### src/mmioPkg.sv
package mmioPkg;

    // ********************************************************************
    // Bus widths
    // ********************************************************************

    localparam int ADDR_W = 30;           // Word address.
    localparam int DATA_W = 32;
    localparam int MASK_W = DATA_W / 8;   // One bit per byte lane.

    // ********************************************************************
    // Address map, word addresses
    // ********************************************************************

    localparam logic [ADDR_W-1:0] ACLINT_BASE = 30'h0010_0000;

    localparam logic [ADDR_W-1:0] MTIME_LO    = ACLINT_BASE + 30'd0;
    localparam logic [ADDR_W-1:0] MTIME_HI    = ACLINT_BASE + 30'd1;
    localparam logic [ADDR_W-1:0] MTIMECMP_LO = ACLINT_BASE + 30'd2;
    localparam logic [ADDR_W-1:0] MTIMECMP_HI = ACLINT_BASE + 30'd3;

    localparam logic [ADDR_W-1:0] SPI_BASE = 30'h0010_0100;

    // Write starts a transfer, read gives {busy, rxByte}.
    localparam logic [ADDR_W-1:0] SPI_DATA = SPI_BASE + 30'd0;
    // Bit 0 is chip select, active low.
    localparam logic [ADDR_W-1:0] SPI_CTRL = SPI_BASE + 30'd1;

    // ********************************************************************
    // SPI timing
    // ********************************************************************

    localparam int SPI_HALF_PERIOD = 2;   // System clocks per SCLK half.
    localparam int SPI_HALF_W      = $clog2(SPI_HALF_PERIOD + 1);
    localparam int SPI_BITS        = 8;
    localparam int SPI_BIT_W       = $clog2(SPI_BITS);

endpackage

### src/aclint.sv
module aclint import mmioPkg::*; (
    input  logic              clk,
    input  logic              rst,

    input  logic              re,
    input  logic [ADDR_W-1:0] raddr,
    output logic [DATA_W-1:0] rdata,
    output logic              rvalid,
    output logic              busy,

    input  logic              we,
    input  logic [MASK_W-1:0] wmask,
    input  logic [ADDR_W-1:0] waddr,
    input  logic [DATA_W-1:0] wdata,

    output logic              timerIrq
);

    logic [63:0] mtime;
    logic [63:0] mtimecmp;
    logic [63:0] mtimeNext;
    logic [63:0] mtimecmpNext;
    logic        hit;

    // Replace the bytes selected by mask.
    function automatic logic [DATA_W-1:0] mergeBytes(
        input logic [DATA_W-1:0] oldWord,
        input logic [DATA_W-1:0] newWord,
        input logic [MASK_W-1:0] mask
    );
        logic [DATA_W-1:0] result;
        result = oldWord;
        for (int i = 0; i < MASK_W; i++) begin
            if (mask[i]) begin
                result[8*i +: 8] = newWord[8*i +: 8];
            end
        end
        return result;
    endfunction

    // Timer never stalls the bus.
    assign busy = 1'b0;

    always_comb begin
        mtimeNext    = mtime + 64'd1;
        mtimecmpNext = mtimecmp;
        if (we) begin
            case (waddr)
                MTIME_LO:    mtimeNext[31:0]     = mergeBytes(mtime[31:0], wdata, wmask);
                MTIME_HI:    mtimeNext[63:32]    = mergeBytes(mtime[63:32], wdata, wmask);
                MTIMECMP_LO: mtimecmpNext[31:0]  = mergeBytes(mtimecmp[31:0], wdata, wmask);
                MTIMECMP_HI: mtimecmpNext[63:32] = mergeBytes(mtimecmp[63:32], wdata, wmask);
                default: ;
            endcase
        end
    end

    assign hit = re && (raddr == MTIME_LO || raddr == MTIME_HI ||
                        raddr == MTIMECMP_LO || raddr == MTIMECMP_HI);

    always_ff @(posedge clk) begin
        if (rst) begin
            mtime    <= '0;
            mtimecmp <= '1;
            timerIrq <= 1'b0;
            rvalid   <= 1'b0;
        end else begin
            mtime    <= mtimeNext;
            mtimecmp <= mtimecmpNext;
            timerIrq <= (mtime >= mtimecmp);
            rvalid   <= hit;
        end
    end

    // Read data, qualified by rvalid.
    always_ff @(posedge clk) begin
        case (raddr)
            MTIME_LO:    rdata <= mtime[31:0];
            MTIME_HI:    rdata <= mtime[63:32];
            MTIMECMP_LO: rdata <= mtimecmp[31:0];
            default:     rdata <= mtimecmp[63:32];
        endcase
    end

endmodule

### src/mmio.sv
module mmio import mmioPkg::*; (
    input  logic              clk,
    input  logic              rst,

    input  logic              memRe,
    input  logic              memWe,
    input  logic [MASK_W-1:0] memWmask,
    input  logic [ADDR_W-1:0] memRaddr,
    input  logic [ADDR_W-1:0] memWaddr,
    input  logic [DATA_W-1:0] memWdata,
    output logic [DATA_W-1:0] memRdata,
    output logic              memRbusy,
    output logic              memWbusy,

    output logic              spiCs,
    output logic              spiSclk,
    output logic              spiMosi,
    input  logic              spiMiso,

    output logic              timerIrq
);

    logic              re;
    logic              we;
    logic [MASK_W-1:0] wmask;
    logic [ADDR_W-1:0] raddr;
    logic [ADDR_W-1:0] waddr;
    logic [DATA_W-1:0] wdata;

    logic [DATA_W-1:0] aclintRdata;
    logic              aclintRvalid;
    logic              aclintBusy;
    logic [DATA_W-1:0] spiRdata;
    logic              spiRvalid;
    logic              spiBusy;

    mmioBridge i_bridge (
        .clk          (clk),
        .rst          (rst),
        .memRe        (memRe),
        .memWe        (memWe),
        .memWmask     (memWmask),
        .memRaddr     (memRaddr),
        .memWaddr     (memWaddr),
        .memWdata     (memWdata),
        .memRdata     (memRdata),
        .memRbusy     (memRbusy),
        .memWbusy     (memWbusy),
        .aclintRdata  (aclintRdata),
        .aclintRvalid (aclintRvalid),
        .aclintBusy   (aclintBusy),
        .spiRdata     (spiRdata),
        .spiRvalid    (spiRvalid),
        .spiBusy      (spiBusy),
        .re           (re),
        .we           (we),
        .wmask        (wmask),
        .raddr        (raddr),
        .waddr        (waddr),
        .wdata        (wdata)
    );

    // ********************************************************************
    // Peripherals
    // ********************************************************************

    aclint i_aclint (
        .clk      (clk),
        .rst      (rst),
        .re       (re),
        .raddr    (raddr),
        .rdata    (aclintRdata),
        .rvalid   (aclintRvalid),
        .busy     (aclintBusy),
        .we       (we),
        .wmask    (wmask),
        .waddr    (waddr),
        .wdata    (wdata),
        .timerIrq (timerIrq)
    );

    spiMaster i_spi (
        .clk     (clk),
        .rst     (rst),
        .re      (re),
        .raddr   (raddr),
        .rdata   (spiRdata),
        .rvalid  (spiRvalid),
        .busy    (spiBusy),
        .we      (we),
        .wmask   (wmask),
        .waddr   (waddr),
        .wdata   (wdata),
        .spiCs   (spiCs),
        .spiSclk (spiSclk),
        .spiMosi (spiMosi),
        .spiMiso (spiMiso)
    );

endmodule

### src/mmioBridge.sv
module mmioBridge import mmioPkg::*; (
    input  logic              clk,
    input  logic              rst,

    // Core side, active-low strobes.
    input  logic              memRe,
    input  logic              memWe,
    input  logic [MASK_W-1:0] memWmask,
    input  logic [ADDR_W-1:0] memRaddr,
    input  logic [ADDR_W-1:0] memWaddr,
    input  logic [DATA_W-1:0] memWdata,
    output logic [DATA_W-1:0] memRdata,
    output logic              memRbusy,
    output logic              memWbusy,

    // Peripheral responses.
    input  logic [DATA_W-1:0] aclintRdata,
    input  logic              aclintRvalid,
    input  logic              aclintBusy,
    input  logic [DATA_W-1:0] spiRdata,
    input  logic              spiRvalid,
    input  logic              spiBusy,

    // Broadcast request.
    output logic              re,
    output logic              we,
    output logic [MASK_W-1:0] wmask,
    output logic [ADDR_W-1:0] raddr,
    output logic [ADDR_W-1:0] waddr,
    output logic [DATA_W-1:0] wdata
);

    // ********************************************************************
    // Request stage
    // ********************************************************************

    always_ff @(posedge clk) begin
        if (rst) begin
            re <= 1'b0;
            we <= 1'b0;
        end else begin
            re <= !memRe;
            we <= !memWe && !memWbusy; // Only accepted writes.
        end
    end

    always_ff @(posedge clk) begin
        wmask <= memWmask;
        raddr <= memRaddr;
        waddr <= memWaddr;
        wdata <= memWdata;
    end

    // ********************************************************************
    // Response combining
    // ********************************************************************

    assign memRbusy = 1'b0;
    assign memWbusy = we || aclintBusy || spiBusy;

    always_comb begin
        memRdata = '0; // Unmapped reads return zero.
        if (aclintRvalid) begin
            memRdata = aclintRdata;
        end
        if (spiRvalid) begin
            memRdata = spiRdata;
        end
    end

endmodule

### src/spiMaster.sv
module spiMaster import mmioPkg::*; (
    input  logic              clk,
    input  logic              rst,

    input  logic              re,
    input  logic [ADDR_W-1:0] raddr,
    output logic [DATA_W-1:0] rdata,
    output logic              rvalid,
    output logic              busy,

    input  logic              we,
    input  logic [MASK_W-1:0] wmask,
    input  logic [ADDR_W-1:0] waddr,
    input  logic [DATA_W-1:0] wdata,

    output logic              spiCs,
    output logic              spiSclk,
    output logic              spiMosi,
    input  logic              spiMiso
);

    logic [SPI_BITS-1:0]   shiftReg;
    logic [SPI_BITS-1:0]   rxByte;
    logic [SPI_BIT_W-1:0]  bitCnt;
    logic [SPI_HALF_W-1:0] halfCnt;
    logic                  start;
    logic                  ctrlWrite;
    logic                  halfDone;
    logic                  hit;

    assign start     = we && waddr == SPI_DATA && wmask[0] && !busy;
    assign ctrlWrite = we && waddr == SPI_CTRL && wmask[0];
    assign halfDone  = halfCnt == SPI_HALF_W'(SPI_HALF_PERIOD - 1);
    assign hit       = re && (raddr == SPI_DATA || raddr == SPI_CTRL);

    // ********************************************************************
    // Shift engine, mode 0, MSB first
    // ********************************************************************

    always_ff @(posedge clk) begin
        if (rst) begin
            busy    <= 1'b0;
            spiSclk <= 1'b0;
            spiMosi <= 1'b0;
            bitCnt  <= '0;
            halfCnt <= '0;
        end else if (start) begin
            busy    <= 1'b1;
            spiMosi <= wdata[SPI_BITS-1]; // First bit ahead of the rising edge.
            bitCnt  <= '0;
            halfCnt <= '0;
        end else if (busy) begin
            if (halfDone) begin
                halfCnt <= '0;
                spiSclk <= !spiSclk;
                if (spiSclk) begin
                    // Falling edge.
                    if (bitCnt == SPI_BIT_W'(SPI_BITS - 1)) begin
                        busy    <= 1'b0;
                        spiMosi <= 1'b0;
                    end else begin
                        bitCnt  <= bitCnt + 1'b1;
                        spiMosi <= shiftReg[SPI_BITS-1];
                    end
                end
            end else begin
                halfCnt <= halfCnt + 1'b1;
            end
        end
    end

    // Shift and receive registers.
    always_ff @(posedge clk) begin
        if (start) begin
            shiftReg <= wdata[SPI_BITS-1:0];
        end else if (busy && halfDone) begin
            if (!spiSclk) begin
                shiftReg <= {shiftReg[SPI_BITS-2:0], spiMiso}; // Rising edge.
            end else if (bitCnt == SPI_BIT_W'(SPI_BITS - 1)) begin
                rxByte <= shiftReg;
            end
        end
    end

    // ********************************************************************
    // Chip select and register reads
    // ********************************************************************

    always_ff @(posedge clk) begin
        if (rst) begin
            spiCs  <= 1'b1;
            rvalid <= 1'b0;
        end else begin
            if (ctrlWrite) begin
                spiCs <= wdata[0];
            end
            rvalid <= hit;
        end
    end

    always_ff @(posedge clk) begin
        if (raddr == SPI_CTRL) begin
            rdata <= {{(DATA_W-1){1'b0}}, spiCs};
        end else begin
            rdata <= {{(DATA_W-SPI_BITS-1){1'b0}}, busy, rxByte};
        end
    end

endmodule

### config.mk
export PLATFORM = sky130hd
export DESIGN_NAME = mmio
export DESIGN_NICKNAME = d
export VERILOG_FILES = /design/src/mmioPkg.sv /design/src/aclint.sv /design/src/mmio.sv /design/src/mmioBridge.sv /design/src/spiMaster.sv
export SDC_FILE = /design/constraint.sdc
export NUM_CORES = 1
export LEC_CHECK = 0
export BUFFER_PORTS_ARGS = -buffer_cell sky130_fd_sc_hd__buf_4
export CAP_MARGIN = 40
export CORE_ASPECT_RATIO = 0.9
export CORE_MARGIN = 10
export CORE_UTILIZATION = 59
export DETAILED_ROUTE_END_ITERATION = 10
export PLACE_DENSITY = 0.78
export SYNTH_ARGS = -nofsm -noshare
export SYNTH_HDL_FRONTEND = slang
export SYNTH_SLANG_ARGS = --single-unit
### constraint.sdc
create_clock -name clk -period 2.98 [get_ports clk]
set_input_delay 0.298 -clock clk [delete_from_list [all_inputs] [get_ports clk]]
set_output_delay 0.298 -clock clk [all_outputs]
set_load 0.02 [all_outputs]
==> reports/results.env, run 1 <==
POST_SYNTH.CELL_AREA_AVG_SQ_UM=8.74
GR-USAGE-ALL-LAYERS_PCT=31.8
PLACE_WS_NS=0.173
VDD_IR_MAX_mV=0.546
GRT_MAX_DEGREE=58
NETLIST_AREA_SQ_UM=13300
FINAL_COMMON_CELL='sky130_fd_sc_hd__dfxtp_1'
FIN_UTIL_PCT=75.9
DATA_ARRIVAL_TIME_OF_THE_WORST_PATH_NS=3.27
FINAL.SETUP.WORST_SLACK_NS=0.187
YOSYS.AREA.TOP_TYPE='sky130_fd_sc_hd__dfxtp_1'
TIMING.FINAL.HOLD_VIOLATIONS=0
DIE_H_MICRONS=163
YOSYSTOPAREACELLSHARE_PCT=41.9
RSZ0062_AT_GRT='no'
STATUS='finished, final reports clean'
CLOCK-SINKS=295
YOSYS.CELL_TYPES.COUNT=65
INITIAL_CORE_UTIL_PCT=59.5
PLACE_CONGESTION=0.963
MAXCAPVIOLCOUNT=0
CTS.HTREE.LEVELS=1
REGTOREGSTARTPOINT='i_aclint.mtime[1]'
PERIOD_MINUS_SLACK_NS=2.79
FINAL.PERIOD_UTILIZATION_PCT=93.7
TIMING.SETUP.TNS_NS=0
SYN-INSTANCE-COUNT=1524
SYNTH.FF_LATCH_COUNT=295
FINAL_NET_COUNT=1934
CLK_PIN_SLEW_WORST_PATHS_NS=0.07
SYNTH_FF_TYPE='sky130_fd_sc_hd__dfxtp_1'
CP_DATA_REQUIRED_TIME_NS=3.46
ROUTE.DETAILED.VIAS_PER_INST=6.35
LAYOUT-AREA-OVERHEAD-VS-SYNTH_PCT=27.6
CLOCK_TREE.BUFFER_DEPTH=3
NUM_VIAS=13248
SYNTHARSTFLOPSHARE_PCT=0
DPL_CELL_AREA_SQ_UM=14900
NUMBER_OF_ENABLE_TYPE_REGISTER_CELLS_IN_THE_SYNTHESIZED_NETLIST=16
NUMPORTBUFFERS=137
GRT_PASS1_VIAS=12974
SYNTH.NET_COUNT=1692
STATIC-LEAKAGE-POWER_uW=0.00727
NUMCTSBUFFERS=29
SEQUENTIAL_FRACTION_OF_THE_SYNTHESIS_AREA_PCT=45.6
REPORT.FINAL.SETUP_VIOL=0
DETAILEDROUTE.FIRSTPASSITERATIONCOUNT=6
WORSTSETUPSTARTPOINTTYPE='register'
DRV_SLEW=0
DRT-WIRELENGTH-PER-CELL_MICRONS=22.9
DRT.ANTENNA.VIOLATING_NETS=0
OVERALL_DIE_AREA_SQ_UM=29000
CRIT_PATH_START='i_aclint.mtime[1]'
ANTENNA_FOUND_INITIAL=5
FINAL_LAYOUT_SIZE_SUFFIX_GT1_SHARE_PCT=16.6
CLK_LATENCY_WORST_SKEW_PAIR_NS=0.55
AREA_OF_THE_CORE_SQ_UM=22400
SYNTHTOPCELLSBYAREA='sky130_fd_sc_hd__dfxtp_1, sky130_fd_sc_hd__ha_1, sky130_fd_sc_hd__nand2_1'
PWR_DENSITY_CELL_nW_PER_UM2=509
RELSLEWSLACK_PCT=46.8
REG2REG_SLACK_NS=0.19
TIMING.CRITICAL_PATH.TO_TYPE='register'
STDCELL_AREA_SQ_UM=17000
DRT_WIRELENGTH_MICRONS=47700
DIE_W_MICRONS=178
GRT_FIRST_PASS_WIRELENGTH_MICRONS=73800
GLOBALROUTEOVERFLOWTOTAL=0
BUFFER_CELL_DRIVING_THE_CLOCK_TREE_ROOT='sky130_fd_sc_hd__clkbuf_16'
WORSTSETUPPATHTYPE='reg2reg'
CRITPATHMAXFANOUT=6
WORST_SLEW_PIN_SLEW_NS=0.797
PLACEMENTROWS=52
IOPINCOUNT=139
DRT_ITER0_MARKERS=1389
MOSTFREQUENTLAYOUTCELLS='sky130_fd_sc_hd__dfxtp_1, sky130_fd_sc_hd__buf_4, sky130_fd_sc_hd__nand2_1'
FINALCLOCKSKEW_NS=0.0109
MIN_FROM='spiMiso'
MAX_FREQ_MHz=358
YOSYSWARNINGS=0
FIN_HOLD_WS_NS=0.0230
TRITONCTS='built'
REMAINING_DRC_ERRORS=0
HOLD_PATH.CLASS='in2reg'
DP_HPWL_MICRONS=31200
synth_stat cells, types with 17 or more instances:
master / number
sky130_fd_sc_hd__inv_1: 82
sky130_fd_sc_hd__a211oi_1: 17
sky130_fd_sc_hd__o21ai_0: 40
sky130_fd_sc_hd__a21oi_1: 87
sky130_fd_sc_hd__o22ai_1: 33
sky130_fd_sc_hd__nor2b_1: 17
sky130_fd_sc_hd__a31oi_1: 30
sky130_fd_sc_hd__mux2_2: 23
sky130_fd_sc_hd__clkbuf_1: 79
sky130_fd_sc_hd__nand4_1: 35
sky130_fd_sc_hd__nor3_1: 48
sky130_fd_sc_hd__and3_1: 20
sky130_fd_sc_hd__ha_1: 67
sky130_fd_sc_hd__nor2_1: 102
sky130_fd_sc_hd__dfxtp_1: 279
sky130_fd_sc_hd__nand2_1: 158
sky130_fd_sc_hd__nor4_1: 42
sky130_fd_sc_hd__and2_1: 40
sky130_fd_sc_hd__nand3_1: 72
sky130_fd_sc_hd__o211ai_1: 70
power by group:
group	internal, uW	switching (uW)	total [uW]
clock	2470	1660	4130
sequential	4050	89.7	4140
combinational	219	166	385
total	6730	1920	8650
flip-flops by register name, summed over array words and instances, names as in the netlist:
| name | count |
|---|---|
| i_aclint.mtime | 64 |
| i_aclint.mtimecmp | 64 |
| i_aclint.rdata | 32 |
| i_bridge.wdata | 32 |
| i_bridge.raddr | 30 |
| i_bridge.waddr | 30 |
| i_spi.rdata | 9 |
| i_spi.rxByte | 8 |
| i_spi.shiftReg | 8 |
| i_bridge.wmask | 4 |
| i_spi.bitCnt | 3 |
| i_spi.halfCnt | 2 |
| i_aclint.rvalid | 1 |
| i_aclint.timerIrq | 1 |
| i_bridge.re | 1 |
| i_bridge.we | 1 |
| i_spi.busy | 1 |
| i_spi.rvalid | 1 |
| i_spi.spiCs | 1 |
| i_spi.spiMosi | 1 |
| i_spi.spiSclk | 1 |
metal layers:
layer / track usage [%] / wire length [microns] / up-vias
li1: - / - / 6059
met1: 40.4 / 19200 / 6235
met2: 50.7 / 21500 / 797
met3: 9.97 / 5430 / 149
met4: 9.95 / 1510 / 8
met5: 0 / 77 / -
worst max-delay path: stages (launching register included):
cell	delay [ns]
sky130_fd_sc_hd__dfxtp_1	0.45
sky130_fd_sc_hd__ha_1	0.25
sky130_fd_sc_hd__nand3_1	0.17
sky130_fd_sc_hd__or4_1	0.67
sky130_fd_sc_hd__nor4_2	0.36
sky130_fd_sc_hd__nand2_1	0.16
sky130_fd_sc_hd__or4_1	0.50
sky130_fd_sc_hd__a31oi_1	0.17
per-stage QoR:
stage,total power [uW],instances
final,8650,2086
after global routing,8840,2085
after global placement,4470,1932
after detailed placement,4480,1933
after CTS,8600,2084
after floorplan,4290,1524
final cells by class:
class / count / area [sq um]
Antenna cell: 1 / 2.50
Clock buffer: 34 / 807
Clock inverter: 19 / 265
Fill cell: 1603 / 5400
Inverter: 82 / 308
Multi-Input combinational cell: 1060 / 6630
Sequential cell: 295 / 6070
Tap cell: 297 / 372
Timing Repair Buffer: 298 / 2530
logic make-up (layout without fill, tap and decap cells):
group	after synthesis	in the layout	synth area share [%]
compound gates	351	351	17.4
xor+xnor	2	2	0.132
fa+ha+maj	67	67	6.30
buf+inv	169	433	4.81
flops	295	295	45.6
mux	31	31	2.55
other cells	1	2	0.0282
simple gates	608	608	23.2
what timing repair did:
item	CTS	global route
setup endpoints to repair	0	3
endpoints found under the hold margin	98	0
hold buffers	98	0
resized for setup	0	2
setup buffers	0	0
worst paths after layout:
path	end	cells after the start
setup / recovery	i_aclint.mtime[50]	7
setup reg to reg	i_aclint.mtime[50]	7
hold / removal	i_spi.shiftReg[0]	3
hold reg to reg	i_spi.rdata[1]	1
Power figures use the tool's default switching activity.
==> run 2: changes to the inputs <==
--- a/config.mk
+++ b/config.mk
@@ -11,6 +11,7 @@
 export CORE_MARGIN = 10
 export CORE_UTILIZATION = 59
 export DETAILED_ROUTE_END_ITERATION = 10
+export MAX_ROUTING_LAYER = met4
 export PLACE_DENSITY = 0.78
 export SYNTH_ARGS = -nofsm -noshare
 export SYNTH_HDL_FRONTEND = slang
==> run 2 against run 1 <==
Against the previous run: count of clock-buffer cells in the layout is 5 higher; final cell count is 0.34% higher; global-route usage is 0.75 points higher; highest routed layer is now met4.
==> reports/results.env, run 2 (synthesized netlist as in run 1, its figures left out) <==
CP_DATA_REQUIRED_TIME_NS=3.47  # about the same
MOSTFREQUENTLAYOUTCELLS='sky130_fd_sc_hd__dfxtp_1, sky130_fd_sc_hd__buf_4, sky130_fd_sc_hd__nand2_1'
PLACED_CELLS=1936  # +0.16%
FINAL_NET_COUNT=1938  # +0.21%
INITIAL_CORE_UTIL_PCT=59.5  # unchanged
PLACE_CONGESTION=0.988  # +2.7%
NUM_VIAS=13336  # +0.66%
TIMING.SETUP.TNS_NS=0  # unchanged
WORST_CASE_HOLD_PATH_END_POINT='i_aclint.mtime[28]'
REG2REG_SLACK_NS=0.17  # -0.02 ns
GR-USAGE-ALL-LAYERS_PCT=32.6  # +0.75 points
WORSTSETUPSTARTPOINTTYPE='register'
FINALCLOCKSKEW_NS=0.0125  # +0.00163 ns
WORSTSETUPPATHTYPE='reg2reg'
OVERALL_DIE_AREA_SQ_UM=29000  # unchanged
LAYOUT-AREA-OVERHEAD-VS-SYNTH_PCT=27.0
ANTENNA_FOUND_INITIAL=2  # -3
REG2REG_DEPTH=7  # unchanged
SLOWEST_DELAY_NS=0.68  # about the same
TIMING.RR.END='i_aclint.mtime[50]'
RSZ0062_AT_GRT='no'
IOPINCOUNT=139  # unchanged
GRT_PASS1_VIAS=13088  # +0.88%
STATUS='finished, final reports clean'
TIMING.FINAL.HOLD_VIOLATIONS=0  # unchanged
RELSLEWSLACK_PCT=39.6  # -7.2 points
PLACE_WS_NS=0.212  # +0.0385 ns
HOLD_PATH.CLASS='in2reg'
DRT_WIRELENGTH_MICRONS=47700  # +0.16%
STATIC-LEAKAGE-POWER_uW=0.00723  # -0.58%
CLK_LATENCY_WORST_SKEW_PAIR_NS=0.56  # about the same
TIMING.CRITICAL_PATH.CELLS='ha_1 -> nand3_1 -> or4_1 -> nor4_2 -> nand2_1 -> or4_1 -> a31oi_1'
PLACEMENTROWS=52  # unchanged
CRIT_PATH_TOP_DELAY_CELL='sky130_fd_sc_hd__or4_1'
BUFFER_CELL_DRIVING_THE_CLOCK_TREE_ROOT='sky130_fd_sc_hd__clkbuf_16'
AREA_OF_THE_CORE_SQ_UM=22400  # unchanged
GLOBALROUTEOVERFLOWTOTAL=0  # unchanged
REGTOREGSTARTPOINT='i_aclint.mtime[1]'
DETAILEDROUTE.FIRSTPASSITERATIONCOUNT=6  # unchanged
CTS.HTREE.LEVELS=1  # unchanged
DRV_SLEW=0  # unchanged
FINAL_COMMON_CELL='sky130_fd_sc_hd__dfxtp_1'
FIN_HOLD_WS_NS=0.217  # +0.194 ns
DRT_ITER0_MARKERS=1426  # +2.7%
TRITONCTS='built'
DRT.ANTENNA.VIOLATING_NETS=0  # unchanged
LAYOUTNONFILLERINSTCOUNT=2093  # +0.34%
FINAL.SETUP.WORST_SLACK_NS=0.168  # -0.0191 ns
TIMING.CRITICAL_PATH.MAX_DELAY_FAMILY='simple AND/OR/NAND/NOR gates'
CRIT_TOP_CELL='sky130_fd_sc_hd__or4_1'
TIMING.CRITICAL_PATH.TO_TYPE='register'
ROUTE.DETAILED.VIAS_PER_INST=6.37  # +0.33%
VDD_IR_MAX_mV=0.475  # -13%
DIE_W_MICRONS=178  # unchanged
DP_HPWL_MICRONS=31700  # +1.6%
HOLD-PATH-CELL-COUNT=2  # -1
SEQUENTIAL_CELL_AREA_SQ_UM=6070  # unchanged
REPORT.FINAL.SETUP_VIOL=0  # unchanged
FILLER_CELL_COUNT=1519  # -5.2%
MIN_FROM='rst'
CP_NUM_BUF_INV=0  # unchanged
PERIOD_MINUS_SLACK_NS=2.81  # +0.0191 ns
CLK_PIN_SLEW_WORST_PATHS_NS=0.07  # about the same
GRT_MAX_DEGREE=87  # +50%
CLOCK-SINKS=295  # unchanged
MAX_FREQ_MHz=356  # -0.68%
GRT_FIRST_PASS_WIRELENGTH_MICRONS=73500  # -0.41%
NUMPORTBUFFERS=137  # unchanged
PWR_DENSITY_CELL_nW_PER_UM2=487  # -4.3%
AREA_OCCUPIED_BY_MULTI_INPUT_GATES_SQ_UM=6640  # +0.11%
FINAL.PERIOD_UTILIZATION_PCT=94.4  # +0.64 points
DRT-WIRELENGTH-PER-CELL_MICRONS=22.8  # -0.18%
REMAINING_DRC_ERRORS=0  # unchanged
WORST_SLEW_PIN_SLEW_NS=0.898  # +0.101 ns
NUMCTSBUFFERS=30  # +3.4%
MAXCAPVIOLCOUNT=0  # unchanged
DATA_ARRIVAL_TIME_OF_THE_WORST_PATH_NS=3.30  # +0.03 ns
FINAL_LAYOUT_SIZE_SUFFIX_GT1_SHARE_PCT=16.6  # about the same
DIE_H_MICRONS=163  # unchanged
CLOCK_TREE.BUFFER_DEPTH=3  # unchanged
LARGESTREGISTERS='i_aclint.mtime x64, i_aclint.mtimecmp x64'
CRITPATHMAXFANOUT=6  # unchanged
## run 2: layer usage
metal,GRT usage (%),share of wire [%],wire (microns)
met1,42.5,41,19700
met4,9.95,2.6,1260
met3,5.86,10,4760
met2,50.6,46,22000
met5,-,0,0
## run 2: layout make-up
type	instances	area share, %
sequential	295	35.9
tap	297	2.20
clock inverter	17	0.777
multi-input combinational	1060	39.3
antenna	2	0.0296
clock buffer	39	4.94
inverter	82	1.82
timing repair buffer	301	15.1
## run 2: worst max path at each step
stage                      start            endpoint  cells past startpoint
2_1_floorplan  i_aclint.mtime[1]  i_aclint.mtime[50]                      7
3_3_place_gp   i_aclint.mtime[0]   i_aclint.timerIrq                      8
3_5_place_dp   i_aclint.mtime[0]   i_aclint.timerIrq                      9
4_1_cts        i_aclint.mtime[0]   i_aclint.timerIrq                      9
5_1_grt        i_aclint.mtime[1]  i_aclint.mtime[32]                      8
6_report       i_aclint.mtime[1]  i_aclint.mtime[50]                      7
## run 2: power breakdown
group / internal [uW] / leakage (uW) / switching (uW)
registers: 4050 / 0.00244 / 91.6
clock network: 2080 / 0.000474 / 1640
logic: 220 / 0.00432 / 162
total: 6340 / 0.00723 / 1890
## run 2: through the flow
| step | utilization [%] | instance area, sq um | power (uW) |
|---|---|---|---|
| 2_1_floorplan | - | 13300 | 4290 |
| 3_3_place_gp | 66.6 | 14900 | 4470 |
| 3_5_place_dp | 66.7 | 14900 | 4480 |
| 6_report | 75.5 | 16900 | 8240 |
| 5_1_grt | 75.5 | 16900 | 8410 |
| 4_1_cts | 75.5 | 16900 | 8200 |
## run 2: timing repair
item	4_1_cts	5_1_grt
setup endpoints to repair	0	6
hold endpoints to repair	99	0
buffers inserted	0	0
hold buffers	99	0
gates resized for setup	0	4
==> run 3: changes to the inputs <==
--- a/config.mk
+++ b/config.mk
@@ -7,12 +7,14 @@
 export LEC_CHECK = 0
 export BUFFER_PORTS_ARGS = -buffer_cell sky130_fd_sc_hd__buf_4
 export CAP_MARGIN = 40
+export CELL_PAD_IN_SITES_DETAIL_PLACEMENT = 0
+export CELL_PAD_IN_SITES_GLOBAL_PLACEMENT = 1
 export CORE_ASPECT_RATIO = 0.9
 export CORE_MARGIN = 10
-export CORE_UTILIZATION = 59
+export CORE_UTILIZATION = 48
 export DETAILED_ROUTE_END_ITERATION = 10
 export MAX_ROUTING_LAYER = met4
-export PLACE_DENSITY = 0.78
+export PLACE_DENSITY = 0.83
 export SYNTH_ARGS = -nofsm -noshare
 export SYNTH_HDL_FRONTEND = slang
 export SYNTH_SLANG_ARGS = --single-unit
==> constraint.sdc (replaced) <==
create_clock -name clk -period 3.6 [get_ports clk]
set_input_delay 0.36 -clock clk [delete_from_list [all_inputs] [get_ports clk]]
set_output_delay 0.36 -clock clk [all_outputs]
set_load 0.02 [all_outputs]
==> run 3 against run 2 <==
Against the previous run: first-iteration DRC count fell by 29%; critical path depth is the same; global-route usage is 7.3 points lower; via count fell by 5.6%; final cell count increased by 1.4%; setup slack better by 0.36 ns; sequential cell count is the same; critical path type unchanged; worst hold slack got worse by 0.15 ns; clock skew increased by 0.0059 ns; design area decreased by 0.67%; wire length shrank 7.1%.
==> reports/results.env, run 3 (synthesized netlist as in run 1, its figures left out) <==
MIN_FROM='spiMiso'
MET3WIRELENGTH_MICRONS=3300  # -31%
FILLER_CELL_COUNT=2330  # +53%
STATIC-LEAKAGE-POWER_uW=0.00710  # -1.8%
IOPINCOUNT=139  # unchanged
PLACE_CONGESTION=0.979  # -0.93%
PLACE_WS_NS=0.617  # +0.405 ns
TIMING.RR.END='i_aclint.mtime[50]'
GRT_MAX_DEGREE=80  # -8.0%
DETAILEDROUTE.FIRSTPASSITERATIONCOUNT=5  # -1
WORST_SLEW_PIN_SLEW_NS=0.983  # +0.0848 ns
FINAL_NET_COUNT=1914  # -1.2%
DRV_SLEW=0  # unchanged
NUMPORTBUFFERS=137  # unchanged
VDD_IR_MAX_mV=0.342  # -28%
POWER_uW=6890  # -16%
LARGESTREGISTERS='i_aclint.mtime x64, i_aclint.mtimecmp x64'
HOLD_PATH.CLASS='in2reg'
STATUS='finished, final reports clean'
PERIOD_MINUS_SLACK_NS=3.07  # +0.259 ns
RSZ0062_AT_GRT='no'
TIMING.CRITICAL_PATH.MAX_DELAY_FAMILY='simple AND/OR/NAND/NOR gates'
CRITPATHMAXFANOUT=7  # +1
DP_HPWL_MICRONS=31600  # -0.20%
TOP_LAYER='met4'
CP_NUM_BUF_INV=0  # unchanged
ENDPOINT='i_aclint.mtime[50]'
PWR_DENSITY_CELL_nW_PER_UM2=410  # -16%
CLK_LATENCY_WORST_SKEW_PAIR_NS=0.57  # about the same
PLACEMENTROWS=57  # +9.6%
DRT_ITER0_MARKERS=1019  # -29%
CRIT_PATH_TOP_DELAY_CELL='sky130_fd_sc_hd__or4_1'
REMAINING_DRC_ERRORS=0  # unchanged
DRT-WIRELENGTH-PER-CELL_MICRONS=20.9  # -8.5%
FINAL_COMMON_CELL='sky130_fd_sc_hd__dfxtp_1'
NUMCTSBUFFERS=31  # +3.3%
INITIAL_CORE_UTIL_PCT=49.0  # -10 points
GRT_FIRST_PASS_WIRELENGTH_MICRONS=69600  # -5.3%
CLK_PIN_SLEW_WORST_PATHS_NS=0.07  # about the same
DRT_WIRELENGTH_MICRONS=44300  # -7.1%
REG2REG_DEPTH=7  # unchanged
ROUTEDLENGTHMET1_MICRONS=20400  # +3.6%
CLOCK-SINKS=295  # unchanged
FIN_HOLD_WS_NS=0.0674  # -0.150 ns
DIE_W_MICRONS=196  # +9.6%
FINAL.SETUP.WORST_SLACK_NS=0.529  # +0.361 ns
CP_NUM_CELLS=7  # unchanged
POST_CTS.RESIZED_INSTANCES=0  # unchanged
ROUTE.DETAILED.VIAS_PER_INST=5.93  # -6.9%
CLOCK_TREE.BUFFER_DEPTH=3  # unchanged
WORSTSETUPPATHTYPE='reg2reg'
NUM_VIAS=12595  # -5.6%
CP_DATA_REQUIRED_TIME_NS=4.09  # +0.62 ns
ANTENNA_FOUND_INITIAL=1  # -1
WORSTSETUPSTARTPOINTTYPE='register'
TIMING.FINAL.HOLD_VIOLATIONS=0  # unchanged
REGTOREGSTARTPOINT='i_aclint.mtime[1]'
DATA_ARRIVAL_TIME_OF_THE_WORST_PATH_NS=3.56  # +0.26 ns
ROUTED-WL-MET2_MICRONS=19600  # -11%
DIE_H_MICRONS=178  # +9.5%
MAXCAPVIOLCOUNT=0  # unchanged
MAX_FREQ_MHz=326  # -8.4%
TRITONCTS='built'
RELSLEWSLACK_PCT=33.6  # -6.0 points
CRIT_PATH_START='i_aclint.mtime[1]'
REPORT.FINAL.SETUP_VIOL=0  # unchanged
TIMING.CRITICAL_PATH.CELLS='ha_1 -> nand3_1 -> or4_1 -> nor4_2 -> nand2_1 -> or4_1 -> a31oi_1'
MOSTFREQUENTLAYOUTCELLS='sky130_fd_sc_hd__dfxtp_1, sky130_fd_sc_hd__buf_4, sky130_fd_sc_hd__nand2_1'
CTS.HTREE.LEVELS=1  # unchanged
GR-USAGE-ALL-LAYERS_PCT=25.3  # -7.3 points
BUFFER_CELL_DRIVING_THE_CLOCK_TREE_ROOT='sky130_fd_sc_hd__clkbuf_16'
AREA_OF_THE_CORE_SQ_UM=27200  # +21%
CRIT_TOP_CELL='sky130_fd_sc_hd__or4_1'
FINALCLOCKSKEW_NS=0.0183  # +0.00586 ns
FINAL_LAYOUT_SIZE_SUFFIX_GT1_SHARE_PCT=15.4  # -1.2 points
FINAL.PERIOD_UTILIZATION_PCT=85.3  # -9.0 points
LAYOUT-AREA-OVERHEAD-VS-SYNTH_PCT=26.1
OVERALL_DIE_AREA_SQ_UM=34800  # +20%
TIMING.CRITICAL_PATH.TO_TYPE='register'
GLOBALROUTEOVERFLOWTOTAL=0  # unchanged
DRT.ANTENNA.VIOLATING_NETS=0  # unchanged
TIMING.SETUP.TNS_NS=0  # unchanged
REG2REG_SLACK_NS=0.53  # +0.36 ns
GRT_PASS1_VIAS=11931  # -8.8%
SLOWEST_DELAY_NS=0.70  # +0.02 ns
run 3: final cells by class:
type	instances	area (sq um)	share of cell area (%)
Timing Repair Buffer	276	2340	13.9
Multi-Input combinational cell	1060	6640	39.5
Clock inverter	18	188	1.12
Tap cell	354	443	2.64
Sequential cell	295	6070	36.1
Clock buffer	37	808	4.81
Inverter	82	308	1.83
Antenna cell	1	2.50	0.0149
run 3: metrics by stage:
step	area [sq um]	utilization, %	instances
6_report	16800	61.8	2123
5_1_grt	16800	61.8	2123
4_1_cts	16800	61.8	2122
3_5_place_dp	14800	54.5	1969
3_3_place_gp	14800	54.4	1967
2_1_floorplan	13300	-	1524
run 3: timing repair:
item / CTS / global route
endpoints found under the hold margin: 98 / 0
buffers inserted: 0 / 0
hold buffers: 98 / 0
run 3: tightest hold or removal path, delay by kind of cell:
| kind | cells | cell delay [ns] |
|---|---|---|
| and+or+nand+nor | 2 | 0.09 |
| buffers and inverters | 1 | 0.08 |
run 3: where the power goes:
part           total [uW]  internal, uW  switching, uW
Sequential           3430          3350           82.9
Clock                3160          1810           1350
Combinational         296           179            117
Total                6890          5350           1550
run 3: how the worst min path moves through the flow:
stage,slack (ns),cells after the start,endpoint
3_3_place_gp,0.43,1,i_spi.rdata[2]
2_1_floorplan,0.39,0,i_bridge.raddr[0]
6_report,0.07,3,i_spi.shiftReg[0]
5_1_grt,0.06,3,i_spi.shiftReg[0]
3_5_place_dp,0.44,1,i_spi.rdata[2]
4_1_cts,0.04,3,i_spi.shiftReg[0]
run 3: metal layers:
layer	vias up	global-route usage, %
met3	71	3.68
li1	6034	-
met1	5982	35.1
met5	-	-
met2	508	38.3
met4	0	5.56
